===== config.mk =====
export PLATFORM = sky130hd
export DESIGN_NAME = fpu_apb_regs
export DESIGN_NICKNAME = d
export VERILOG_FILES = /design/src/source/fpu_mem_pkg.sv /design/src/source/fpu_ctrl_pkg.sv /design/src/source/fpu_apb_regs.sv
export SDC_FILE = /design/constraint.sdc
export NUM_CORES = 1
export LEC_CHECK = 0
export BUFFER_PORTS_ARGS = -buffer_cell sky130_fd_sc_hd__buf_4
export CAP_MARGIN = 0
export CORE_AREA = 3 3 131 133
export CTS_CLUSTER_DIAMETER = 80
export DETAILED_ROUTE_END_ITERATION = 10
export DIE_AREA = 0 0 134 136
export PLACE_DENSITY_LB_ADDON = 0.1
export RECOVER_POWER = 100
export SETUP_SLACK_MARGIN = 0.05
export SYNTH_ARGS = -nofsm -noshare
export SYNTH_HDL_FRONTEND = slang
export SYNTH_SLANG_ARGS = --single-unit

===== constraint.sdc =====
create_clock -name clk -period 2 [get_ports clk]
set_input_delay 0.1 -clock clk [delete_from_list [all_inputs] [get_ports clk]]
set_output_delay 0.1 -clock clk [all_outputs]
set_load 0.02 [all_outputs]

===== src/source/fpu_mem_pkg.sv =====
`default_nettype none

package fpu_mem_pkg;

	// dram line
	localparam int LINE_BYTES = 64;
	localparam int LINE_BITS = LINE_BYTES * 8;

	// buffer write word
	localparam int WORD_BYTES = 8;

	// operand buffer geometry
	localparam int BUF_ROW_BYTES = 512;
	localparam int BUF_ROWS = 8;
	localparam int BUF_BYTES = BUF_ROW_BYTES * BUF_ROWS;

	localparam int BUF_AW = 12; // byte address
	localparam int BUF_WAW = 9; // 64-bit word address

	localparam int LINE_IDX_W = 3; // line within a row
	localparam int ROW_IDX_W = 3;

endpackage

`default_nettype wire


===== src/source/fpu_ctrl_pkg.sv =====
`default_nettype none

package fpu_ctrl_pkg;

	typedef enum logic [1:0] {
		CMD_STORE      = 2'd0, // buffer to dram
		CMD_LOAD       = 2'd1, // dram to buffer
		CMD_STORE_LOAD = 2'd2
	} cmd_e;

	typedef enum logic [3:0] {
		ST_IDLE,
		ST_ST_ROW,    // first pack of a store
		ST_ST_PACK,
		ST_ST_SEND,   // waiting on the dram holding register
		ST_LD_ROW,    // load request goes out
		ST_LD_REQ,
		ST_LD_WAIT,
		ST_LD_UNPACK,
		ST_DONE
	} xfer_state_e;

	// apb register map
	localparam logic [7:0] REG_CTRL    = 8'h00;
	localparam logic [7:0] REG_STATUS  = 8'h04;
	localparam logic [7:0] REG_WR_ADDR = 8'h08;
	localparam logic [7:0] REG_RD_ADDR = 8'h0C;
	localparam logic [7:0] REG_WIDTH   = 8'h10;
	localparam logic [7:0] REG_HEIGHT  = 8'h14;
	localparam logic [7:0] REG_STRIDE  = 8'h18;

endpackage

`default_nettype wire


===== src/source/fpu_apb_regs.sv =====
`timescale 1ns/100ps
`default_nettype none

module fpu_apb_regs import fpu_mem_pkg::*, fpu_ctrl_pkg::*; (
	input  logic        clk,
	input  logic        rst_n,
	input  logic        psel,
	input  logic        penable,
	input  logic        pwrite,
	input  logic [7:0]  paddr,
	input  logic [31:0] pwdata,
	input  logic        busy,
	input  logic        done_pulse,
	output logic [31:0] prdata,
	output logic        pready,
	output logic        pslverr,
	output logic        start,
	output cmd_e        cmd,
	output logic [31:0] wr_addr,
	output logic [31:0] rd_addr,
	output logic [9:0]  width,
	output logic [3:0]  height,
	output logic [31:0] stride
);

	logic wr_acc;
	logic go;
	logic geom_ok;
	logic accept;
	logic done_q;
	logic err_q;

	assign wr_acc = psel && penable && pwrite;
	assign go = wr_acc && (paddr == REG_CTRL) && pwdata[0];

	// whole lines only, at most one buffer row wide and one buffer tall
	assign geom_ok = (width != '0) && (width[$clog2(LINE_BYTES)-1:0] == '0) &&
		(width <= 10'(BUF_ROW_BYTES)) && (height != '0) && (height <= 4'(BUF_ROWS));

	assign accept = go && !busy && geom_ok;
	assign pslverr = go && !accept;
	assign pready = 1'b1; // no wait states

	always_comb begin
		case (paddr)
			REG_CTRL:    prdata = {29'd0, cmd, 1'b0};
			REG_STATUS:  prdata = {29'd0, err_q, done_q, busy};
			REG_WR_ADDR: prdata = wr_addr;
			REG_RD_ADDR: prdata = rd_addr;
			REG_WIDTH:   prdata = {22'd0, width};
			REG_HEIGHT:  prdata = {28'd0, height};
			REG_STRIDE:  prdata = stride;
			default:     prdata = '0;
		endcase
	end

	always_ff @(posedge clk or negedge rst_n) begin
		if (!rst_n) begin
			start <= 1'b0;
			cmd <= CMD_STORE;
			wr_addr <= '0;
			rd_addr <= '0;
			width <= '0;
			height <= '0;
			stride <= '0;
			done_q <= 1'b0;
			err_q <= 1'b0;
		end else begin
			start <= accept; // single cycle
			if (accept)
				cmd <= cmd_e'(pwdata[2:1]);
			if (wr_acc) begin
				case (paddr)
					REG_WR_ADDR: wr_addr <= pwdata;
					REG_RD_ADDR: rd_addr <= pwdata;
					REG_WIDTH:   width <= pwdata[9:0];
					REG_HEIGHT:  height <= pwdata[3:0];
					REG_STRIDE:  stride <= pwdata;
					default: ;
				endcase
			end
			if (accept)
				done_q <= 1'b0;
			else if (done_pulse)
				done_q <= 1'b1;
			if (accept)
				err_q <= 1'b0;
			else if (pslverr)
				err_q <= 1'b1;
		end
	end

endmodule

`default_nettype wire


==> flow_summary.toml <==
[clock_network]
cts_tree = "done"
cts_sinks = 115
clock_latency_ns = 0.41
clockRootBuffer = "clkbuf_16"
htreeDepth = 4
numCtsBuffers = 17
cts_buffer_depth = 2
clk_pin_slew_worst_paths_ns = 0.05

[power_and_ir_drop]
p_int_w = 0.00490
pwr-share-seq = 0.386
power_frac_clock = 0.551
leakagePower_nw = 3.84
ir_drop_mv = 0.575
p_total_w = 0.00619
comb_power_share = 0.063
sw_frac_of_total = 0.209
p_sw_w = 0.00129
power_density_mw_per_mm2 = 785

[logic_synthesis]
synth_edf_count = 0
synth_top_family_by_area = "multiplexers"
synth_fa_ha_area_frac = 0
synth_simple_gate_area_share = 0.0786
synth-xor-area-share = 0.00166
netlist_instances = 381
synthFlopType = "dfrtp_1"
syn_area_sq_mm = 0.00527
synth_top_area_frac = 0.546
synthArstFlopShare = 1.00
yosys_warnings = 0
yosys.area.top_type = "dfrtp_1"
ys_types = 42
syn_area_per_cell_sq_um = 13.8
synth_seq_cells = 115
yosys-top-cells-area = "dfrtp_1 (55%), mux2_2 (24%), a221o_1 (5.3%), and3_1 (2.7%), a22oi_1 (1.3%)"
seq_area_frac_synth = 0.546
syn_nets = 428
synth-compound-area-share = 0.0819
synth.mux.area_fraction = 0.258

[floorplan]
ios = 194
die-area_sq_mm = 0.0182
start_util = 0.330
std_cell_rows = 46
fp.dieW_microns = 134
die_y_microns = 136
core_sq_mm = 0.0159

[routing]
postRouteAntennaNets = 0
drt_iter0_markers = 143
route.detailed.drc = 0
firstDrtPassIters = 4
wire_per_inst_microns = 20.1
via_count = 4304
drt_wl_total_microns = 17300
viasPerCell = 5.00

[place]
io_buffers = 192
dp_slack_ns = -0.0761
place_area_sq_mm = 0.00715
place_inst = 788
gp_congestion = 0.772
hpwl_microns = 11600

[timing]
worstMarginPinSlew_ns = 1.48
timing.fmax_ghz = 0.477
rsz0062_at_grt = "true"
finalCritPeriodShare = 1.05
period_minus_slack_ns = 2.10
clock_skew_ns = 0.00339
max_slew_margin = 0.0131
setup_ws_ns = -0.0977
hold_violations = 0
setup_viol = 25
slew_violations = 0

[cells_and_area]
fin_area_sq_mm = 0.00789
area.growth.synth_to_final_pct = 49.7
antenna_cells = 0
final_core_util = 0.495
fin_nets = 681
final_cells = 861
drive_above_1_share = 0.409

[run_status]
failed_checks = "setup timing"
status = "finished with violations"

[job]
drv_cap = 0

[critical_path]
crit_top_cell = "buf_6"
arrival_ns = 2.00
crit_type = "in2out"
crit_path_top_delay_cell = "or4_4"
required_ns = 1.90
worstPathMaxFanout = 6
cp-end-kind = "output pin"
slowest_delay_ns = 0.56
start_kind = "input port"
path_cells = "buf_6, or4_4, or3b_4, nor3b_4, buf_6, clkbuf_16, a221o_1, buf_4"

[grt]
antenna_found_initial = 0
track_usage = 0.188
overflow = 0
grt_pass1_wl_microns = 26100
grt_max_degree = 67
grt_pass1_vias = 4412

[hold_path]
hp-class = "in2reg"
-- sequential cells by signal, indices dropped and copies added, names as in the netlist --
signal,cells
start,1
done_q,1
height,4
cmd,2
stride,32
rd_addr,32
wr_addr,32
width,10
err_q,1
-- critical path: cells and delay by family --
family	cells	cell delay [ns]
buffers and inverters	4	0.54
AND/OR/NAND/NOR	3	1.20
AO/OA/AOI/OAI	1	0.15
-- Yosys cell counts (3+ instances only) --
cell / instances
dfrtp_1: 115
mux2_2: 112
a221o_1: 28
and3_1: 23
clkbuf_1: 13
nor2_1: 10
a22oi_1: 9
buf_2: 7
buf_4: 4
buf_6: 4
mux2_1: 4
and2_1: 3
inv_1: 3
mux2i_1: 3
nor2b_1: 3
nor3_1: 3
o22ai_1: 3
-- metrics by stage --
| stage | setup TNS (ns) | hold WS (ns) |
|---|---|---|
| finish | -1.96 | 0.142 |
| global route | -3.39 | 0.166 |
| CTS | -1.28 | 0.131 |
| detailed placement | -4.53 | 0.126 |
| global placement | -2.31 | 0.127 |
| floorplan | -0.888 | -0.196 |
-- metal layers --
layer	GRT usage	up-vias	wire, microns
li1	-	1954	-
met1	0.254	2205	7960
met2	0.298	130	8220
met4	0.0531	0	249
met5	0	-	0
met3	0.0511	15	872
-- final timing paths --
check | from | end | slack, ns | cells after the start
worst max-delay path | paddr[1] | prdata[26] | -0.1 | 8
worst min-delay path | paddr[3] | start | 0.14 | 3
worst max register to register | width[9] | cmd[0] | 0.18 | 4
worst min register to register | done_q | done_q | 0.53 | 1
max in group asynchronous | rst_n | wr_addr[20] | 0.37 | 3
min in group asynchronous | rst_n | wr_addr[3] | 0.62 | 3
-- power by group through the flow --
stage | logic, W | clock network, W | registers, W
after global routing | 0.000422 | 0.00358 | 0.00239
after detailed placement | 0.000366 | 0 | 0.00243
after CTS | 0.000428 | 0.00349 | 0.00239
after global placement | 0.000362 | 0 | 0.00243
after floorplan | 0.0000840 | 0 | 0.00247
final | 0.000388 | 0.00341 | 0.00239
-- area by class of cell --
cell class / instances / area, sq um
Multi-Input combinational cell: 234 / 2240
Clock inverter: 8 / 171
Timing Repair Buffer: 263 / 1820
Clock buffer: 22 / 494
Fill cell: 1526 / 8060
Sequential cell: 115 / 2880
Inverter: 3 / 11.3
Tap cell: 216 / 270
-- kinds of logic after synthesis --
kind of cell,Yosys count
compound gates,49
xor+xnor,1
buf+inv,32
flops,115
mux,120
other cells,1
simple gates,63
-- timing repair --
action,CTS,global route
setup buffers,4,1
hold buffers,34,0
pin swaps,3,10
gates cloned,2,2
endpoints found under the setup margin,25,32
hold endpoints to repair,226,0
gates resized for setup,27,19
-- layout by cell type, fill, tap and decap left out, drive strengths merged, types with 2 or more instances in the layout --
| cell type | synthesis | routed |
|---|---|---|
| nor2b | 3 | 3 |
| nor4 | 4 | 4 |
| nor2 | 10 | 10 |
| and4 | 2 | 2 |
| clkbuf | 13 | 148 |
| and4b | 2 | 2 |
| a21boi | 2 | 2 |
| dfrtp | 115 | 115 |
| nand4 | 2 | 2 |
| bufinv | 0 | 5 |
| a22oi | 9 | 9 |
| mux2 | 116 | 116 |
| a221o | 28 | 28 |
| and3 | 23 | 23 |
| o21a | 2 | 2 |
| o22ai | 3 | 3 |
| mux2i | 3 | 3 |
| and2 | 4 | 4 |
| nor3 | 4 | 4 |
| nand2 | 2 | 2 |
| inv | 3 | 4 |
| buf | 16 | 103 |
| a22o | 2 | 2 |
| or4 | 2 | 2 |
| dlygate4sd3 | 0 | 34 |
Power figures use the tool's default switching activity.
