$ cat config.mk
export PLATFORM = sky130hd
export DESIGN_NAME = line_packer
export DESIGN_NICKNAME = d
export VERILOG_FILES = /design/src/source/fpu_mem_pkg.sv /design/src/source/line_packer.sv
export SDC_FILE = /design/constraint.sdc
export NUM_CORES = 1
export LEC_CHECK = 0
export BUFFER_PORTS_ARGS = -buffer_cell sky130_fd_sc_hd__buf_2
export CAP_MARGIN = 20
export CORE_AREA = 2 2 215 217
export DETAILED_ROUTE_END_ITERATION = 10
export DIE_AREA = 0 0 217 219
export GPL_TIMING_DRIVEN = 0
export PLACE_DENSITY = 0.63
export SETUP_SLACK_MARGIN = 0.1
export SLEW_MARGIN = 20
export SYNTH_ARGS = -nofsm -noshare
export SYNTH_HDL_FRONTEND = slang
export SYNTH_SLANG_ARGS = --single-unit
export TNS_END_PERCENT = 30
$ cat constraint.sdc
create_clock -name clk -period 16.6 [get_ports clk]
set_input_delay 3.32 -clock clk [delete_from_list [all_inputs] [get_ports clk]]
set_output_delay 3.32 -clock clk [all_outputs]
set_load 0.1 [all_outputs]
$ cat src/source/fpu_mem_pkg.sv
`default_nettype none

package fpu_mem_pkg;

	// dram line
	localparam int LINE_BYTES = 64;
	localparam int LINE_BITS = LINE_BYTES * 8;

	// buffer write word
	localparam int WORD_BYTES = 8;

	// operand buffer geometry
	localparam int BUF_ROW_BYTES = 512;
	localparam int BUF_ROWS = 8;
	localparam int BUF_BYTES = BUF_ROW_BYTES * BUF_ROWS;

	localparam int BUF_AW = 12; // byte address
	localparam int BUF_WAW = 9; // 64-bit word address

	localparam int LINE_IDX_W = 3; // line within a row
	localparam int ROW_IDX_W = 3;

endpackage

`default_nettype wire

$ cat src/source/line_packer.sv
`timescale 1ns/100ps
`default_nettype none

module line_packer import fpu_mem_pkg::*; (
	input  logic                 clk,
	input  logic                 rst_n,
	input  logic                 pack_start,
	input  logic [BUF_AW-1:0]    pack_base,
	input  logic [7:0]           rd_byte,
	output logic [BUF_AW-1:0]    rd_addr,
	output logic                 pack_done,
	output logic [LINE_BITS-1:0] pack_line
);

	logic                          active; // bytes returning from the buffer
	logic [$clog2(LINE_BYTES)-1:0] cnt;
	logic [BUF_AW-1:0]             rd_ptr;

	// first read goes out with the start strobe
	assign rd_addr = pack_start ? pack_base : rd_ptr;

	always_ff @(posedge clk or negedge rst_n) begin
		if (!rst_n) begin
			active <= 1'b0;
			cnt <= '0;
			rd_ptr <= '0;
			pack_done <= 1'b0;
		end else begin
			pack_done <= 1'b0;
			if (pack_start) begin
				active <= 1'b1;
				cnt <= '0;
				rd_ptr <= pack_base + 1'b1;
			end else if (active) begin
				rd_ptr <= rd_ptr + 1'b1;
				cnt <= cnt + 1'b1;
				if (cnt == 6'(LINE_BYTES - 1)) begin
					active <= 1'b0;
					pack_done <= 1'b1;
				end
			end
		end
	end

	// first byte ends up on top
	always_ff @(posedge clk) begin
		if (active)
			pack_line <= {pack_line[LINE_BITS-9:0], rd_byte};
	end

	a_no_restart: assert property (@(posedge clk) disable iff (!rst_n)
		pack_start |-> !active);

endmodule

`default_nettype wire

==> impl_metrics.toml, run 1 <==
[setup_path]
critPathSlowestCell = "mux2_2"
cp.required_ps = 13280
crit_family = "buffers and inverters"
crit_path_end_kind = "primary output"
crit_type = "input port to primary output"
critPathBufInv = 5
worstPathCellList = "buf_2 > buf_6 > buf_12 > buf_2 > mux2_2 > buf_2"
startpoint = "pack_start"
start_kind = "input port"
cp_data_arrival_time_ps = 4710
reg2reg_from = "active$_DFF_PN0_"
cpMostUsedCell = "buf_2"
path_max_fanout = 10
cpPeakStageDelay_ps = 380

[worst_hold_path]
hp-start = "pack_line[125]$_DFFE_PP_"
hp-class = "flop to flop"

[synthesis]
syn-num-nets = 670
synth_cells = 645
ys_ff_latch = 532
synth_cell_type_count = 37
syn_area_um2 = 16700
synth_warnings = 0
avgSynthCellArea_um2 = 25.9
yosysSeqAreaShare_pct = 94.9

[detailed_routing]
avgViaCountPerCell = 4.61
ant_nets = 0
wl_per_cell_um = 21.0
vias = 8762
dr.first_iter.drc_count = 611
drc_errors = 0
wl_mm = 40.0
dr.pass1.iters = 5

[sta]
relSlewSlack_pct = 54.7
hold_slack_ps = 438
hold_viol_final = 0
rsz0062_at_grt = "false"
setup_viol = 0
max_freq_ghz = 0.125
tightestPinTransition_ps = 661
drv_slew = 0
min_period_ps = 8030
min_period_over_period_pct = 48.4
setup_ws_ps = 8570
finClkSkew_ps = 18.1

[global_routing]
antenna_found_initial = 1
grt_pass1_vias = 8675
grt_max_degree = 66
grt_pass1_wl_mm = 56.1
gr-total-overflow = 0
gr-usage-all-layers_pct = 15.9

[finish]
layout_commonest_cell = "buf_2"
final_util_pct = 49.2
synthToLayoutAreaGrowth_pct = 32.8
nNetsFinal = 1280
mostFrequentLayoutCells = "buf_2 (550), edfxtp_1 (512), clkbuf_16 (53)"
layoutNonFillerInstCount = 1900
drive_above_1_share_pct = 50.9
nFillCells = 3745
multi_input_area_um2 = 776
regArea_um2 = 15900

[clock_tree]
cts-htree-levels = 2
cts_setup_buffers = 0
clock-sinks = 532
clk-insertion-delay-late_ps = 580
cts_buffer_depth = 3
root_buffer = "clkbuf_16"
cts_buffers = 52
cts_tree = "built"
cts_resized = 0
clk_pin_slew_ps = 60
cts_hold_buf = 0

[placement]
dpl.cell_count = 1801
place.gp.congestion = 0.818
dp_slack_ps = 8590
dp_hpwl_mm = 28.8
io_buffers = 547

[floorplanning]
fp.coreArea_um2 = 45100
dieArea_um2 = 47500
die_w_um = 217
initial_core_util_pct = 37.1
std_cell_rows = 78
die_h_um = 219
pin_count = 548

[power_and_ir_drop]
p_leak_nw = 9.10
power_mw = 3.62
powerDensity_nw_per_um2 = 163
ir_drop_mv = 0.134

[job]
cap_violations = 0

[run_status]
status = "completed"
==> power by group <==
part	switching (mW)	total, mW	internal (mW)
Combinational	0.724	0.795	0.0715
Sequential	0.0568	1.63	1.57
Clock	0.491	1.20	0.709
Total	1.27	3.62	2.35
==> path summary, 6_finish.rpt <==
check / endpoint / slack, ps / cells after the start
min in group asynchronous: cnt[0]$_DFFE_PN0P_ / 2690 / 1
max reg2reg: pack_line[464]$_DFFE_PP_ / 14180 / 4
min reg2reg: pack_line[133]$_DFFE_PP_ / 440 / 0
max: rd_addr[0] / 8570 / 6
min: pack_line[133]$_DFFE_PP_ / 440 / 0
max in group asynchronous: active$_DFF_PN0_ / 13550 / 1
==> logic make-up (layout without fill, tap and decap cells) <==
logic type,count (synthesis),after routing,synth area share (%)
other,0,1,0
adders and majority gates,2,2,0.150
DFF,532,532,94.9
and+or+nand+nor,49,49,1.72
AOI/OAI and AO/OA,26,26,1.27
buffers and inverters,11,665,0.412
muxes,13,13,0.868
xor gates and xnor gates,12,12,0.629
==> area by class of cell <==
type,instances,share of cell area (%)
buffer,6,0.225
clock inverter,40,1.83
antenna,1,0.0113
tap,600,3.38
timing repair buffer,556,13.4
inverter,5,0.0846
clock buffer,58,6.06
sequential,532,71.5
multi-input combinational,102,3.49
==> registers in the layout (all words and copies together), names as in the netlist <==
register and cells:
pack_line 512, rd_ptr 12, cnt 6, active 1, pack_done 1
==> cell usage after synthesis <==
cell type / instances / area (um^2)
a211oi_2: 1 / 12.5
or2_2: 1 / 6.26
buf_12: 1 / 20.0
xnor2_1: 7 / 61.3
mux2_2: 9 / 101
nand4b_2: 1 / 15.0
clkbuf_1: 1 / 3.75
o31ai_2: 1 / 12.5
nand4_4: 2 / 42.5
and3_1: 1 / 6.26
nor2_1: 13 / 48.8
o21ai_0: 5 / 25.0
a221oi_2: 2 / 30.0
nand3b_1: 1 / 7.51
and4_1: 2 / 17.5
o31ai_1: 3 / 22.5
inv_1: 5 / 18.8
buf_2: 3 / 15.0
a311o_1: 1 / 10.0
a22oi_2: 1 / 12.5
a31oi_1: 2 / 12.5
nand4b_1: 4 / 35.0
a21oi_1: 8 / 40.0
buf_6: 1 / 11.3
mux2i_1: 3 / 30.0
edfxtp_1: 512 / 15400
xor2_1: 5 / 43.8
a21o_1: 1 / 7.51
dfrtp_1: 20 / 500
or3_1: 1 / 6.26
nor3_1: 1 / 5.00
nand4_1: 5 / 31.3
ha_1: 2 / 25.0
a2111oi_4: 1 / 27.5
mux2i_2: 1 / 13.8
nand3_1: 2 / 10.0
nand2_1: 15 / 56.3
==> per-stage QoR <==
stage	setup TNS [ps]	area (um^2)
floorplan	0	16700
global placement	-43.5	20200
detailed placement	0	20400
CTS	0	22200
global route	0	22200
finish	0	22200
==> metal layers <==
| metal | share of wire [%] | up-vias | wire length, um | global-route usage [%] |
|---|---|---|---|---|
| li1 | - | 3829 | - | - |
| met1 | 39 | 4419 | 15700 | 19.6 |
| met2 | 48 | 453 | 19100 | 25.6 |
| met3 | 11 | 61 | 4380 | 6.25 |
| met4 | 2.2 | 0 | 883 | 5.34 |
| met5 | 0 | - | 0 | 0 |
No activity file was read; power rests on OpenSTA's default activity.
==> run 2, diff against run 1 <==
ABC_AREA = 1   (was not set)
PLACE_DENSITY = 0.62   (was 0.63)
clock period = 8 ns   (was 16.6 ns; I/O delays follow)
==> impl_metrics.toml, run 2 <==
[run_status]
status = "completed"

[setup_path]
crit_path_end_kind = "primary output"
start_kind = "input port"
path_max_fanout = 10
crit_type = "input port to primary output"
cp.required_ps = 6400
rr_worst_depth = 5
startpoint = "pack_start"
cp_data_arrival_time_ps = 2700
reg2reg_from = "active$_DFF_PN0_"

[sta]
setup_ws_ps = 3700
max_freq_ghz = 0.232
tns_ps = 0
relSlewSlack_pct = 54.5
drv_slew = 0
min_period_over_period_pct = 53.8
finClkSkew_ps = 13.3
min_period_ps = 4300
rsz0062_at_grt = "false"
setup_viol = 0
tightestPinTransition_ps = 683
hold_viol_final = 0
hold_slack_ps = 435

[synthesis]
yosysSeqAreaShare_pct = 95.6
syn-num-nets = 713
syn_area_um2 = 16600
synth_cell_type_count = 22
ys.flop_type = "edfxtp_1"
ys_ff_latch = 532
synth_top_area_cell = "edfxtp_1"
synthTopCellsByArea = "edfxtp_1 (93%), dfrtp_1 (3.0%), nand2_1 (1.6%)"
synth_cells = 688
yosysMostFrequentCell = "edfxtp_1"
synth_edf_count = 512
synth_warnings = 0
synth_top_area_share_pct = 92.6
ys_async_sr_fraction_pct = 3.76
avgSynthCellArea_um2 = 24.1
synth_common_cells = "edfxtp_1 (512), nand2_1 (71), dfrtp_1 (20)"

[detailed_routing]
avgViaCountPerCell = 4.51
vias = 8764
drc_errors = 0
ant_nets = 0
dr.first_iter.drc_count = 552
wl_mm = 40.0
wl_per_cell_um = 20.6
dr.pass1.iters = 4

[clock_tree]
cts_buffers = 53
cts_buffer_depth = 3
cts_hold_buf = 0
clock-sinks = 532
root_buffer = "clkbuf_16"
cts_tree = "built"
cts-htree-levels = 2
clk-insertion-delay-late_ps = 570
cts_resized = 0
cts_setup_buffers = 0
clk_pin_slew_ps = 60

[global_routing]
grt_max_degree = 64
antenna_found_initial = 3
gr-total-overflow = 0
grt_pass1_wl_mm = 55.7
grt_pass1_vias = 8599
gr-usage-all-layers_pct = 15.9

[floorplanning]
dieArea_um2 = 47500
std_cell_rows = 78
die_w_um = 217
fp.coreArea_um2 = 45100
initial_core_util_pct = 36.8
die_h_um = 219
pin_count = 548

[job]
cap_violations = 0

[worst_hold_path]
hp-start = "pack_line[77]$_DFFE_PP_"
hp-class = "flop to flop"
hold_depth = 0

[finish]
largest_reg_flops = 512
nNetsFinal = 1324
drive_above_1_share_pct = 48.5
top_regs = "pack_line (512), rd_ptr (12), cnt (6)"
largest_register = "pack_line"
mostFrequentLayoutCells = "buf_2 (549), edfxtp_1 (512), nand2_1 (71)"
nFillCells = 3760
layout_commonest_cell = "buf_2"
synthToLayoutAreaGrowth_pct = 32.2

[placement]
dp_hpwl_mm = 28.6
place.gp.congestion = 0.868
dp_slack_ps = 3710
io_buffers = 547

[power_and_ir_drop]
powerDensity_nw_per_um2 = 333
power_mw = 7.30
p_leak_nw = 9.13
ir_drop_mv = 0.261
-- run 2: cell count changes in the layout (fill, tap and decap cells not counted), sizes merged, moves of 5 or more --
cell	delta
a21oi	-5
clkbuf	+9
clkinv	-7
inv	+7
mux2	-9
nand2	+69
nand3	+11
nand4	-5
nand4b	-5
nor2	+5
xnor2	-6
-- run 2: layer usage --
layer / global-route usage [%] / part of all wire [%] / routed length [um] / vias to the layer above
met2: 25.4 / 47 / 18900 / 453
met1: 18.8 / 38 / 15300 / 4374
li1: - / - / - / 3884
met4: 5.78 / 2.9 / 1160 / 0
met3: 7.54 / 12 / 4620 / 53
met5: 0 / 0 / 0 / -
-- run 2: area by class of cell --
type / count / area (um^2) / area share, %
multi-input combinational: 137 / 643 / 2.93
sequential: 532 / 15900 / 72.3
buffer: 4 / 32.5 / 0.148
antenna: 2 / 5.00 / 0.0228
tap: 600 / 751 / 3.42
timing repair buffer: 556 / 2960 / 13.5
clock buffer: 68 / 1380 / 6.30
inverter: 15 / 56.3 / 0.256
clock inverter: 28 / 241 / 1.10
-- run 2: worst paths after layout --
path,endpoint,slack (ps)
min in group asynchronous,rd_ptr[0]$_DFFE_PN0P_,970
max in group asynchronous,active$_DFF_PN0_,6650
worst min-delay path,pack_line[85]$_DFFE_PP_,440
worst max register to register,pack_line[235]$_DFFE_PP_,5170
worst max-delay path,rd_addr[9],3700
worst min register to register,pack_line[85]$_DFFE_PP_,440
-- run 2: worst max-delay path, stage by stage --
cell and delay [ps]:
buf_2 130, inv_2 160, buf_6 170, nand2_1 80, nand2_2 100, buf_2 450
-- run 2: cell families (layout without fill, tap and decap cells) --
| family | Yosys count | in the layout | synth area share (%) |
|---|---|---|---|
| adder cells (fa/ha/maj) | 2 | 2 | 0.151 |
| flip-flops | 532 | 532 | 95.6 |
| AO/OA/AOI/OAI | 14 | 14 | 0.445 |
| other | 0 | 2 | 0 |
| XOR/XNOR | 3 | 3 | 0.158 |
| buffers and inverters | 19 | 671 | 0.535 |
| AND/OR/NAND/NOR | 118 | 118 | 3.12 |
-- run 2: through the flow --
step	instances	utilization, %	instance area, um^2
after floorplan	688	-	16600
after global placement	1835	44.6	20100
after detailed placement	1844	45.1	20300
after CTS	1940	48.7	21900
after global routing	1942	48.7	22000
final	1942	48.7	22000
-- run 2: where the power goes --
group	switching, mW	internal, mW	total, mW
logic	1.46	0.134	1.60
clock network	0.999	1.35	2.34
registers	0.110	3.25	3.36
==> run 3, diff against run 2 <==
clock period = 4.2 ns   (was 8 ns; I/O delays follow)
==> impl_metrics.toml, run 3 (synthesized netlist as in run 2, its figures left out) <==
[run_status]
status = "completed"

[power_and_ir_drop]
ir_drop_mv = 0.560
powerDensity_nw_per_um2 = 631
power_mw = 13.9
p_leak_nw = 9.14

[setup_path]
reg2reg_from = "active$_DFF_PN0_"
crit_family = "buffers and inverters"
path_max_fanout = 10
rrSetupSlack_ps = 1700
crit_path_end_kind = "primary output"
cp.required_ps = 3360
worstPathCellList = "buf_2 > inv_2 > buf_6 > nand2_1 > nand2_2 > buf_2"
critPathSlowestCell = "buf_2"
rr_worst_depth = 4
critPathBufInv = 4
cpMostUsedCell = "buf_2"
reg2reg_to = "pack_line[315]$_DFFE_PP_"
crit_type = "input port to primary output"
cp_data_arrival_time_ps = 1930
start_kind = "input port"
cpPeakStageDelay_ps = 440

[finish]
largest_register = "pack_line"
largest_reg_flops = 512
finalInstanceArea_um2 = 22000
layout_commonest_cell = "buf_2"
nNetsFinal = 1323
layoutNonFillerInstCount = 1938
top_regs = "pack_line (512), rd_ptr (12), cnt (6)"
mostFrequentLayoutCells = "buf_2 (547), edfxtp_1 (512), nand2_1 (71)"
synthToLayoutAreaGrowth_pct = 32.3
drive_above_1_share_pct = 48.7

[global_routing]
grt_pass1_wl_mm = 56.3
antenna_found_initial = 2
gr-total-overflow = 0
gr-usage-all-layers_pct = 16.1
grt_pass1_vias = 8695
grt_max_degree = 62

[sta]
tightestPinTransition_ps = 618
relSlewSlack_pct = 58.8
drv_slew = 0
min_period_ps = 2770
setup_viol = 0
hold_slack_ps = 215
setup_ws_ps = 1430
hold_viol_final = 0
max_freq_ghz = 0.361
rsz0062_at_grt = "false"
min_period_over_period_pct = 65.9
finClkSkew_ps = 10.8

[clock_tree]
cts_hold_buf = 0
cts_resized = 0
cts_buffer_depth = 3
clk_pin_slew_ps = 60
cts_setup_buffers = 0
clock-sinks = 532
cts_tree = "built"
cts_buffers = 52
clk-insertion-delay-late_ps = 570
root_buffer = "clkbuf_16"
cts-htree-levels = 2

[floorplanning]
die_h_um = 219
pin_count = 548
dieArea_um2 = 47500
die_w_um = 217
initial_core_util_pct = 36.8
std_cell_rows = 78
fp.coreArea_um2 = 45100

[placement]
place.gp.congestion = 0.836
dp_hpwl_mm = 29.0
dpl.cell_count = 1844
io_buffers = 547
placed_cell_area_um2 = 20400
dp_slack_ps = 1430

[detailed_routing]
drc_errors = 0
dr.pass1.iters = 5
dr.first_iter.drc_count = 664
vias = 8807
ant_nets = 0
avgViaCountPerCell = 4.54
wl_mm = 40.4
wl_per_cell_um = 20.8

[worst_hold_path]
hp-class = "input port to asynchronous set/reset pin"

[job]
cap_violations = 0
## run 3: layout make-up
type | count | area, um^2
Fill cell | 3755 | 23100
Buffer | 4 | 45.0
Clock buffer | 62 | 1360
Inverter | 15 | 56.3
Timing Repair Buffer | 556 | 2970
Multi-Input combinational cell | 137 | 658
Clock inverter | 30 | 239
Sequential cell | 532 | 15900
Tap cell | 600 | 751
Antenna cell | 2 | 5.00
## run 3: worst max path at each step
stage	end	slack (ps)	cells after the start	startpoint
after floorplan	cnt[5]$_DFFE_PN0P_	-470	6	active$_DFF_PN0_
after global placement	rd_ptr[3]$_DFFE_PN0P_	-1750	5	active$_DFF_PN0_
after detailed placement	rd_addr[11]	1430	6	pack_start
after CTS	rd_addr[9]	1440	6	pack_start
after global routing	rd_addr[11]	1370	6	pack_start
final	rd_addr[9]	1430	6	pack_start
## run 3: routing by layer
metal,up-vias,track usage (%),wire length [um]
li1,3888,-,-
met3,54,6.86,4960
met5,-,0,0
met4,0,6.32,1100
met2,490,25.8,19200
met1,4375,19.3,15100
## run 3: where the power goes
group / total (mW) / internal (mW) / switching [mW] / leakage, nW
Combinational: 3.03 / 0.256 / 2.78 / 2.69
Clock: 4.42 / 2.49 / 1.93 / 0.776
Sequential: 6.42 / 6.20 / 0.218 / 5.67
## run 3: per-stage QoR
step	util, %	setup TNS (ps)
2_1_floorplan	-	-23860
3_3_place_gp	44.6	-620390
3_5_place_dp	45.2	0
4_1_cts	48.7	0
5_1_grt	48.7	0
6_report	48.7	0
