--- config.mk ---
export PLATFORM = sky130hd
export DESIGN_NAME = line_unpacker
export DESIGN_NICKNAME = d
export VERILOG_FILES = /design/src/source/fpu_mem_pkg.sv /design/src/source/line_unpacker.sv
export SDC_FILE = /design/constraint.sdc
export NUM_CORES = 1
export LEC_CHECK = 0
export ABC_AREA = 1
export ABC_CLOCK_PERIOD_IN_PS = 12200
export BUFFER_PORTS_ARGS = -buffer_cell sky130_fd_sc_hd__buf_2
export CORE_ASPECT_RATIO = 1.75
export CORE_UTILIZATION = 40
export CTS_BUF_LIST = sky130_fd_sc_hd__clkbuf_4 sky130_fd_sc_hd__clkbuf_8
export DETAILED_ROUTE_END_ITERATION = 8
export PLACE_DENSITY_LB_ADDON = 0.3
export SLEW_MARGIN = 5
export SYNTH_ARGS = -nofsm -noshare
export SYNTH_HDL_FRONTEND = slang
export SYNTH_SLANG_ARGS = --single-unit
export TNS_END_PERCENT = 100
--- constraint.sdc ---
create_clock -name clk -period 12.2 [get_ports clk]
set_input_delay 2.44 -clock clk [delete_from_list [all_inputs] [get_ports clk]]
set_output_delay 2.44 -clock clk [all_outputs]
set_load 0.03 [all_outputs]
--- src/source/fpu_mem_pkg.sv ---
`default_nettype none

package fpu_mem_pkg;

	// dram line
	localparam int LINE_BYTES = 64;
	localparam int LINE_BITS = LINE_BYTES * 8;

	// buffer write word
	localparam int WORD_BYTES = 8;

	// operand buffer geometry
	localparam int BUF_ROW_BYTES = 512;
	localparam int BUF_ROWS = 8;
	localparam int BUF_BYTES = BUF_ROW_BYTES * BUF_ROWS;

	localparam int BUF_AW = 12; // byte address
	localparam int BUF_WAW = 9; // 64-bit word address

	localparam int LINE_IDX_W = 3; // line within a row
	localparam int ROW_IDX_W = 3;

endpackage

`default_nettype wire

--- src/source/line_unpacker.sv ---
`timescale 1ns/100ps
`default_nettype none

module line_unpacker import fpu_mem_pkg::*; (
	input  logic                 clk,
	input  logic                 rst_n,
	input  logic                 unpack_start,
	input  logic [LINE_BITS-1:0] unpack_line,
	input  logic [BUF_WAW-1:0]   unpack_base,
	output logic                 wr_en,
	output logic [BUF_WAW-1:0]   wr_word_addr,
	output logic [63:0]          wr_word,
	output logic                 unpack_busy
);

	localparam int WORD_BITS = WORD_BYTES * 8;

	logic                 active;
	logic [2:0]           cnt;
	logic [LINE_BITS-1:0] line_q;
	logic [BUF_WAW-1:0]   base_q;

	assign wr_en = active;
	assign wr_word = line_q[LINE_BITS-1 -: WORD_BITS]; // top word first
	assign wr_word_addr = base_q + BUF_WAW'(cnt);
	assign unpack_busy = active && (cnt != 3'd7); // more words after this one

	always_ff @(posedge clk or negedge rst_n) begin
		if (!rst_n) begin
			active <= 1'b0;
			cnt <= '0;
		end else if (unpack_start) begin
			active <= 1'b1;
			cnt <= '0;
		end else if (active) begin
			cnt <= cnt + 1'b1;
			if (cnt == 3'd7)
				active <= 1'b0;
		end
	end

	always_ff @(posedge clk) begin
		if (unpack_start) begin
			line_q <= unpack_line;
			base_q <= unpack_base;
		end else if (active) begin
			line_q <= line_q << WORD_BITS;
		end
	end

endmodule

`default_nettype wire

==> results.md, run 1 <==
- Min-Delay Endpoint: line_q[461]
- Crit-path max FO: 157
- CP endpoint kind: flop
- Resized Gates After CTS: 0
- Clk_skew: 0.0294 ns
- Ys Warns: 0
- Vias per cell: 4.58
- Worst r2r dst: line_q[96]
- Worst hold path startpoint: line_q[397]
- Register area share after synthesis: 69.7%
- FF-to-FF path depth: 4
- Initial antenna violation count: 37
- Initial cell density of the core: 40.7%
- Clock Sinks: about 530
- Die ar.: 57400 um^2
- Largest net degree at the start of global routing: between 200 and 250
- Hold path cells: 2
- CTS tree: built
- Worst Setup Start Kind: primary input
- Pre-antenna DRT Iters: 5
- Hold Crit Class: flop to flop
- Mapped Cells: 2223
- Sum Neg Setup Slack: 0 ns
- Commonest cells after routing, fill and taps aside: 1429 x nand2_1, 597 x buf_2, 521 x edfxtp_1
- Status: finished, final reports clean
- WL final: 54.9 mm
- Commonest non-fill, non-tap cell in the layout: nand2_1
- Final Power: 4.01 mW
- M1 WL: 21.6 mm
- Fin crit period: 5.93 ns
- Critical Path RT: 12.43 ns
- Crit path kind: primary input to flop
- RR Startpoint: wr_en
- Top sig layer: met5
- Netlist Area Pre-Place: 22600 um^2
- Max_slew headroom: approximately a quarter
- First-pass GRT wire length: 83.1 mm
- Top Ports: 599
- Max-cap violations: 0
- Fin nets: roughly 3300
- Share of the synthesized area in the top cell type: 69.3%
- DR WL met2: 27.4 mm
- Routability Congestion: 0.857
- Unrepaired setup endpoints after global routing: false
- Gr ovfl total: 0
- DRT iter0 DRCs: 1026
- Data arrival, critical path: roughly 6.2 ns
- Post-route ant nets: 0
- Post-route DRC: 0
- Layout cells sized above 1: between 20% and 30%
- Longest Clk Path Bufs: 3
- Vias: 16200
- Max VDD drop: 0.0929 mV
- H-tree levels: 3
- Total track usage: between 10% and 20%
- LEAKAGE: 13.8 nW
- WHS: 0.496 ns
- Drt wl/cell: 15.6 um
- Fin. max-slew vios: 0
- Worst-skew pair later-pin latency: 0.64 ns
- Reg-to-reg slack, setup: 8.77 ns
- #FFs+latches synth: 525
- Hold_buf cts: 0
- Cell accounting for the most synthesized area: edfxtp_1
- Worst-path clk slew: 0.06 ns
- Net Count, Synth: 2753
- Fin. Hold Viols: 0
- Area Growth Syn to Fin: 20.5%
- Peak Freq: 0.169 GHz
- Netlist cell types: 18
- FP Rows: ~110
- Number of buffers inserted by port buffering: 598
- Syn avg cell area: 10.2 um^2
- Pwr dens: 147 nW/um^2
- CTS Root Buffer Type: clkbuf_8
- Top cells by area, synth: edfxtp_1 69%, nand2_1 24%, buf_4 2.3%
- CTS buffer count: 79
- Fin worst setup slack: 6.27 ns
- Pre-CTS WS: 5.64 ns
- Final setup violation count: 0
- Chip Height: about 320 um
- Final Cycle Share: between 40% and 50%
- Die X: approximately 180 um
- Fill count: between 5000 and 6000
- Met3 Wirelength: 3.50 mm
- DP HPWL: 38.2 mm
- Post-CTS Setup Inserts: 0
- Vias in the first global route: 16200
- Slew @ Worst Pin: 1.14 ns
- Core ar.: about 55000 um^2
[registers in the layout (all words and copies together) (netlist names)]
register / count
line_q: 512
wr_en: 1
base_q: 9
cnt: 3
[worst max-delay path by stage]
stage | start | end | slack [ns] | cells after the start
detailed placement | unpack_start | line_q[288] | 5.64 | 5
finish | unpack_start | line_q[96] | 6.27 | 5
global route | unpack_start | line_q[93] | 5.99 | 5
CTS | unpack_start | line_q[360] | 6.34 | 5
global placement | unpack_start | line_q[283] | 5.76 | 5
floorplan | unpack_start | line_q[0] | 2.57 | 5
[cells by family after synthesis]
logic type / synth area share, %
and+or+nand+nor: 24.1
buffers and inverters: 5.62
adders and majority gates: 0.366
AOI/OAI and AO/OA: 0.0665
DFF: 69.7
xor gates and xnor gates: 0.155
[metrics by stage]
stage	std cells	util (%)	instance area, um^2
global placement	3356	46.1	25600
floorplan	2223	-	22600
global route	3527	49.0	27200
finish	3527	49.0	27200
CTS	3493	48.9	27100
detailed placement	3356	46.1	25600
[cell type report]
cell class	instances	area, um^2	share of cell area, %
flip-flops and latches	525	15700	57.9
multi-input cells	1456	5580	20.5
repair buffers	608	3100	11.4
clock buffers	95	1210	4.46
well taps	696	871	3.20
clock inverters	42	333	1.22
inverters	71	274	1.01
diodes	34	85.1	0.313
[cell usage after synthesis, drive strengths merged]
cell,number
o21ai,1
dfrtp,4
buf,152
ha,5
nor2,5
xor2,2
nand3b,1
inv,71
fa,1
nand2,1430
edfxtp,521
clkbuf,19
a21oi,2
nand4,1
nand3,6
xnor2,2
[layer usage]
metal  up-vias  track usage, %
li1       8108               -
met5         -               0
met2       612            31.6
met1      7292            21.7
met4         8            11.6
met3       138            4.08
[critical path, stage by stage]
cell and delay [ns]:
buf_8 0.54, inv_8 0.46, nand2_8 0.70, buf_4 0.73
buf_4 0.99
[power breakdown]
group	internal [mW]	switching, mW	leakage [nW]	total [mW]
logic	0.144	0.230	7.14	0.374
registers	2.15	0.0476	5.83	2.20
clock network	0.767	0.670	0.804	1.44
total	3.06	0.948	13.8	4.01
Note: power is estimated with default switching activity, not from simulation.
==> run 2, diff against run 1 <==
Settings changed: ABC_AREA 1 to 0, ABC_CLOCK_PERIOD_IN_PS 12200 to 6050.
Clock period 12.2 ns to 6.05 ns, I/O delays scaled along.
==> results.md, run 2 <==
- Status: finished, final reports clean
- Vias: 12200 (-24%)
- Count leader, synth: edfxtp_1
- Fin. max-slew vios: 0 (unchanged)
- Number of buffers inserted by port buffering: 598 (unchanged)
- Worst-path clk slew: 0.06 ns (about the same)
- CTS buffer count: 80 (+1.3%)
- Gr ovfl total: 0 (unchanged)
- Inst Count DP: 2381 (-29%)
- Die ar.: 56600 um^2 (-1.5%)
- Netlist cell types: 24 (+6)
- Fin crit period: roughly 3.6 ns
- Top cells by area, synth: edfxtp_1 70%, mux2_2 18%, mux2_1 5.1%
- FP Rows: 114 (unchanged)
- Net Count, Synth: 1722 (-37%)
- Vias in the first global route: 13000 (-20%)
- Post-synth top cells: 521 x edfxtp_1, 348 x mux2_2, 100 x mux2_1
- Ys Warns: 0 (unchanged)
- Pwr dens: 299 nW/um^2 (+100%)
- Cell accounting for the most synthesized area: edfxtp_1
- H-tree levels: 3 (unchanged)
- Slew @ Worst Pin: 1.15 ns (+0.0165 ns)
- Die X: 180 um (-0.73%)
- FF-to-FF path depth: 2 (-2)
- Fin cells: 2548 (-28%)
- Fin worst setup slack: 2.46 ns (-3.81 ns)
- Drt wl/cell: 19.6 um (+26%)
- Largest regs: line_q (512), base_q (9), cnt (3)
- Design Area, Final: 27100 um^2 (-0.36%)
- EDFF count, synth: 521 (unchanged)
- Share of the synthesized area in the top cell type: 70.3% (+1.0 points)
- Top Ports: 599 (unchanged)
- Sum Neg Setup Slack: 0 ns (unchanged)
- Chip Height: 314 um (-0.73%)
- Max incr delay on CP: 0.42 ns (-0.57 ns)
- Reg-to-reg slack, setup: 3.70 ns (-5.07 ns)
- Final setup violation count: 0 (unchanged)
- Crit path cell chain: ha_1 > fa_1 > a21o_1 > nand4_1 > xnor2_1 > buf_2
- Worst Setup Start Kind: flop
- Netlist Area Pre-Place: 22200 um^2 (-1.5%)
- Final Cycle Share: 59.4%
- Data arrival, critical path: 2.38 ns (-3.79 ns)
- Fin nets: 2297 (-30%)
- Share of flip-flops with an asynchronous set or reset: 0.762% (unchanged)
- Worst-skew pair later-pin latency: 0.64 ns (about the same)
- Crit path kind: flop to output pin
- Largest register FFs: 512 (unchanged)
- Dpl cell area: 25500 um^2 (-0.18%)
- Register with the most flip-flops: line_q
- First-pass GRT wire length: 73.4 mm (-12%)
- Top Family by Delay on Critical Path: adder cells
- Critical Path RT: 4.84 ns (-7.59 ns)
- Total track usage: 17.1% (-1.6 points)
- Clock Sinks: 525 (unchanged)
- Largest net degree at the start of global routing: 174 (-17%)
- Hold Crit Class: primary input to async pin
- Crit-path max FO: 3 (-98%)
- RR Startpoint: wr_en
- Initial antenna violation count: 30 (-19%)
- Max_slew headroom: 23.1% (-1.1 points)
- Mapped Cells: 1192 (-46%)
- Fill count: 4774 (-8.4%)
- Pre-CTS WS: 2.14 ns (-3.50 ns)
- Initial cell density of the core: 40.4% (-0.28 points)
- Fin. Hold Viols: 0 (unchanged)
- Pre-antenna DRT Iters: 6 (+1)
- Synth Flop Type: edfxtp_1
- Peak Freq: about 0.28 GHz
- Critical Path Stages: 6 (+1)
- Resized Gates After CTS: 0 (unchanged)
- Layout cells sized above 1: 59.5% (+34 points)
- CTS Root Buffer Type: clkbuf_8
- Max-cap violations: 0 (unchanged)
- Area Growth Syn to Fin: 21.8%
- LEAKAGE: 11.1 nW (-20%)
- DRT iter0 DRCs: 590 (-42%)
- CP bufs+invs: 1 (-3)
- Max VDD drop: 0.182 mV (+96%)
- Commonest non-fill, non-tap cell in the layout: buf_2
- Commonest cells after routing, fill and taps aside: 597 x buf_2, 521 x edfxtp_1, 348 x mux2_2
- Post-route DRC: 0 (unchanged)
- Register area share after synthesis: 70.8% (+1.0 points)
- Routability Congestion: 0.816 (-4.8%)
- WL final: 49.9 mm (-9.2%)
- Core ar.: 55100 um^2 (-0.77%)
- Unrepaired setup endpoints after global routing: false
- CTS tree: built
- Critical path's slowest cell: dfrtp_1
- #FFs+latches synth: 525 (unchanged)
- Longest Clk Path Bufs: 3 (unchanged)
- Vias per cell: 4.80 (+4.8%)
- DP HPWL: 35.0 mm (-8.5%)
- Post-route ant nets: 0 (unchanged)
- Post-CTS Setup Inserts: 0 (unchanged)
- Worst r2r dst: line_q[269]
- Syn avg cell area: 18.7 um^2 (+84%)
- Hold_buf cts: 0 (unchanged)
- CP endpoint kind: output pin
- Clk_skew: 0.0286 ns (-0.000850 ns)
## run 2: changes by cell type after synthesis, sizes merged, moves of 5 or more
| cell | change |
|---|---|
| nand3 | -5 |
| buf | -37 |
| mux2 | +448 |
| and2 | +64 |
| nand2 | -1426 |
| clkbuf | -13 |
| inv | -71 |
## run 2: area by class of cell
type | instances | area [um^2] | share of cell area (%)
repair buffers | 614 | 3200 | 11.8
clock inverters | 37 | 211 | 0.780
well taps | 696 | 871 | 3.21
flip-flops and latches | 525 | 15700 | 58.1
multi-input cells | 546 | 5710 | 21.1
clock buffers | 106 | 1310 | 4.83
diodes | 24 | 60.1 | 0.222
## run 2: how the worst max path moves through the flow
stage                       from              end  slack, ns
CTS                       cnt[0]  wr_word_addr[8]       2.40
global placement    unpack_start       line_q[68]       2.23
floorplan           unpack_start        line_q[0]       0.26
global route              cnt[0]  wr_word_addr[8]       2.33
finish                    cnt[0]  wr_word_addr[8]       2.46
detailed placement  unpack_start      line_q[132]       2.14
## run 2: layer usage
| layer | share of wire, % | vias to the layer above | GRT usage, % |
|---|---|---|---|
| met5 | 0.16 | - | 0 |
| met4 | 3.9 | 12 | 9.54 |
| met3 | 8.1 | 117 | 5.54 |
| met2 | 52 | 524 | 29.7 |
| met1 | 36 | 5881 | 18.3 |
| li1 | - | 5703 | - |
## run 2: cell families after synthesis
family                   after synthesis  synth area share [%]
XOR/XNOR                               8                 0.315
multiplexers                         450                  22.8
adder cells (fa/ha/maj)                6                 0.371
flip-flops                           525                  70.8
AND/OR/NAND/NOR                       78                  2.11
AO/OA/AOI/OAI                          4                 0.101
buffers and inverters                121                  3.56
## run 2: metrics by stage
step / total power, mW / util [%] / hold slack (ns)
2_1_floorplan: 5.09 / - / 0.501
5_1_grt: 8.44 / 49.2 / 0.321
6_report: 8.10 / 49.2 / 0.380
3_5_place_dp: 5.36 / 46.4 / 0.511
3_3_place_gp: 5.32 / 46.4 / 0.503
4_1_cts: 8.23 / 49.1 / 0.308
## run 2: power breakdown
group / total, mW / internal (mW) / switching (mW) / leakage (nW)
sequential: 4.49 / 4.39 / 0.0983 / 5.68
clock: 2.83 / 1.46 / 1.37 / 0.803
combinational: 0.776 / 0.419 / 0.357 / 4.60
total: 8.10 / 6.27 / 1.83 / 11.1
==> run 3, diff against run 2 <==
Settings changed: ABC_CLOCK_PERIOD_IN_PS 6050 to 3400.
Clock period 6.05 ns to 3.4 ns, I/O delays scaled along.
==> results.md, run 3 (synthesized netlist as in run 2, its figures left out) <==
- Peak Freq: 0.331 GHz
- Top Ports: 599 (unchanged)
- Fill count: 4761 (-0.27%)
- Inst Count DP: 2396 (+0.63%)
- H-tree levels: 3 (unchanged)
- Initial cell density of the core: 40.4% (unchanged)
- Unrepaired setup endpoints after global routing: false
- Chip Height: 314 um (unchanged)
- Final Cycle Share: 88.8%
- Largest net degree at the start of global routing: 160 (-8.0%)
- WL final: 49.0 mm (-1.8%)
- Worst Setup Start Kind: flop
- Area Growth Syn to Fin: 22.4%
- Data arrival, critical path: 2.34 ns (-0.04 ns)
- Register with the most flip-flops: line_q
- DRT iter0 DRCs: 686 (+16%)
- Final setup violation count: 0 (unchanged)
- Drt wl/cell: 19.1 um (-2.2%)
- CP endpoint kind: output pin
- Largest regs: line_q (512), base_q (9), cnt (3)
- Worst-path clk slew: 0.06 ns (about the same)
- CTS Root Buffer Type: clkbuf_8
- Max-cap violations: 0 (unchanged)
- Vias: 12300 (+0.43%)
- Number of buffers inserted by port buffering: 598 (unchanged)
- Layout cells sized above 1: 59.8% (+0.23 points)
- Resized Gates After CTS: 0 (unchanged)
- First-pass GRT wire length: 72.4 mm (-1.3%)
- Clock Sinks: 525 (unchanged)
- Total track usage: 16.9% (-0.21 points)
- Crit-path max FO: 3 (unchanged)
- Vias in the first global route: 13100 (+0.48%)
- WHS: 0.230 ns (-0.150 ns)
- Final Power: 14.4 mW (+78%)
- CTS buffer count: 81 (+1.3%)
- Post-route DRC: 0 (unchanged)
- Largest register FFs: 512 (unchanged)
- Worst-skew pair later-pin latency: 0.62 ns (-0.02 ns)
- Critical Path RT: 2.72 ns (-2.12 ns)
- Post-route ant nets: 0 (unchanged)
- Fin worst setup slack: 0.381 ns (-2.08 ns)
- Max_slew headroom: 41.5% (+18 points)
- Initial antenna violation count: 30 (unchanged)
- Clk_skew: 0.0283 ns (-0.000256 ns)
- Commonest non-fill, non-tap cell in the layout: buf_2
- Core ar.: 55100 um^2 (unchanged)
- Die ar.: 56600 um^2 (unchanged)
- DP HPWL: 35.3 mm (+1.0%)
- Pre-CTS WS: 0.987 ns (-1.16 ns)
- CTS tree: built
- Hold Crit Class: primary input to flop
- Crit path kind: flop to output pin
- FP Rows: 114 (unchanged)
- Fin crit period: 3.02 ns
- Status: finished, final reports clean
- Longest Clk Path Bufs: 3 (unchanged)
- Routability Congestion: 0.816 (about the same)
- Vias per cell: 4.80 (about the same)
- Fin nets: 2314 (+0.74%)
- Fin. max-slew vios: 0 (unchanged)
- Fin cells: 2558 (+0.39%)
- Fin. Hold Viols: 0 (unchanged)
- Die X: 180 um (unchanged)
- Commonest cells after routing, fill and taps aside: 597 x buf_2, 521 x edfxtp_1, 348 x mux2_2
- Max VDD drop: 0.324 mV (+78%)
- Slew @ Worst Pin: 0.877 ns (-0.275 ns)
- Pwr dens: 528 nW/um^2 (+77%)
- Gr ovfl total: 0 (unchanged)
- LEAKAGE: 11.2 nW (+0.65%)
- Pre-antenna DRT Iters: 6 (unchanged)
[run 3: cell count changes in the layout (fill, tap and decap cells not counted), sizes merged]
| cell | before | now |
|---|---|---|
| dlygate4sd3 | 0 | 1 |
| clkbuf | 106 | 103 |
| buf | 614 | 629 |
| clkinvlp | 3 | 2 |
| clkinv | 29 | 30 |
| diode | 24 | 21 |
[run 3: area by class of cell]
cell class	instances	area [um^2]	area share, %
antenna	21	52.6	0.193
clock buffer	103	1290	4.72
clock inverter	37	215	0.790
multi-input combinational	546	5710	21.0
sequential	525	15700	57.8
tap	696	871	3.20
timing repair buffer	630	3350	12.3
[run 3: worst paths after layout]
check                                    start  slack [ns]  cells after the start               to
max in group asynchronous                rst_n        2.87                      2           cnt[1]
worst max-delay path                    cnt[0]        0.38                      6  wr_word_addr[8]
min in group asynchronous                rst_n        0.39                      2           cnt[0]
worst max register to register           wr_en        1.57                      3      line_q[497]
worst min register to register     line_q[247]        0.52                      1      line_q[311]
worst min-delay path            unpack_base[8]        0.23                      1        base_q[8]
[run 3: repair_timing]
item	in CTS	in global routing
hold buffers	1	0
hold endpoints to repair	4	0
buffers inserted	0	0
[run 3: through the flow]
stage	cell area, um^2	utilization, %	TNS, ns
final	27200	49.5	0
after global routing	27200	49.5	0
after CTS	27200	49.4	0
after detailed placement	25700	46.6	0
after global placement	25700	46.6	0
after floorplan	22300	-	-851.58
[run 3: per-layer routing]
layer / vias up / global-route usage, % / part of all wire, %
met1: 5917 / 17.9 / 36
met2: 517 / 29.7 / 52
met3: 105 / 5.21 / 8.1
li1: 5745 / - / -
met4: 6 / 9.71 / 3.5
met5: - / 0 / 0.065
[run 3: critical path: stages (launching register included)]
cell and delay [ns]:
dfrtp_1 0.41, ha_1 0.24, fa_1 0.40, a21o_1 0.22
nand4_1 0.10, xnor2_1 0.11, buf_2 0.22
[run 3: where the power goes]
part	switching (mW)	internal, mW
sequential	0.174	7.82
combinational	0.631	0.754
clock	2.43	2.57
total	3.24	11.1
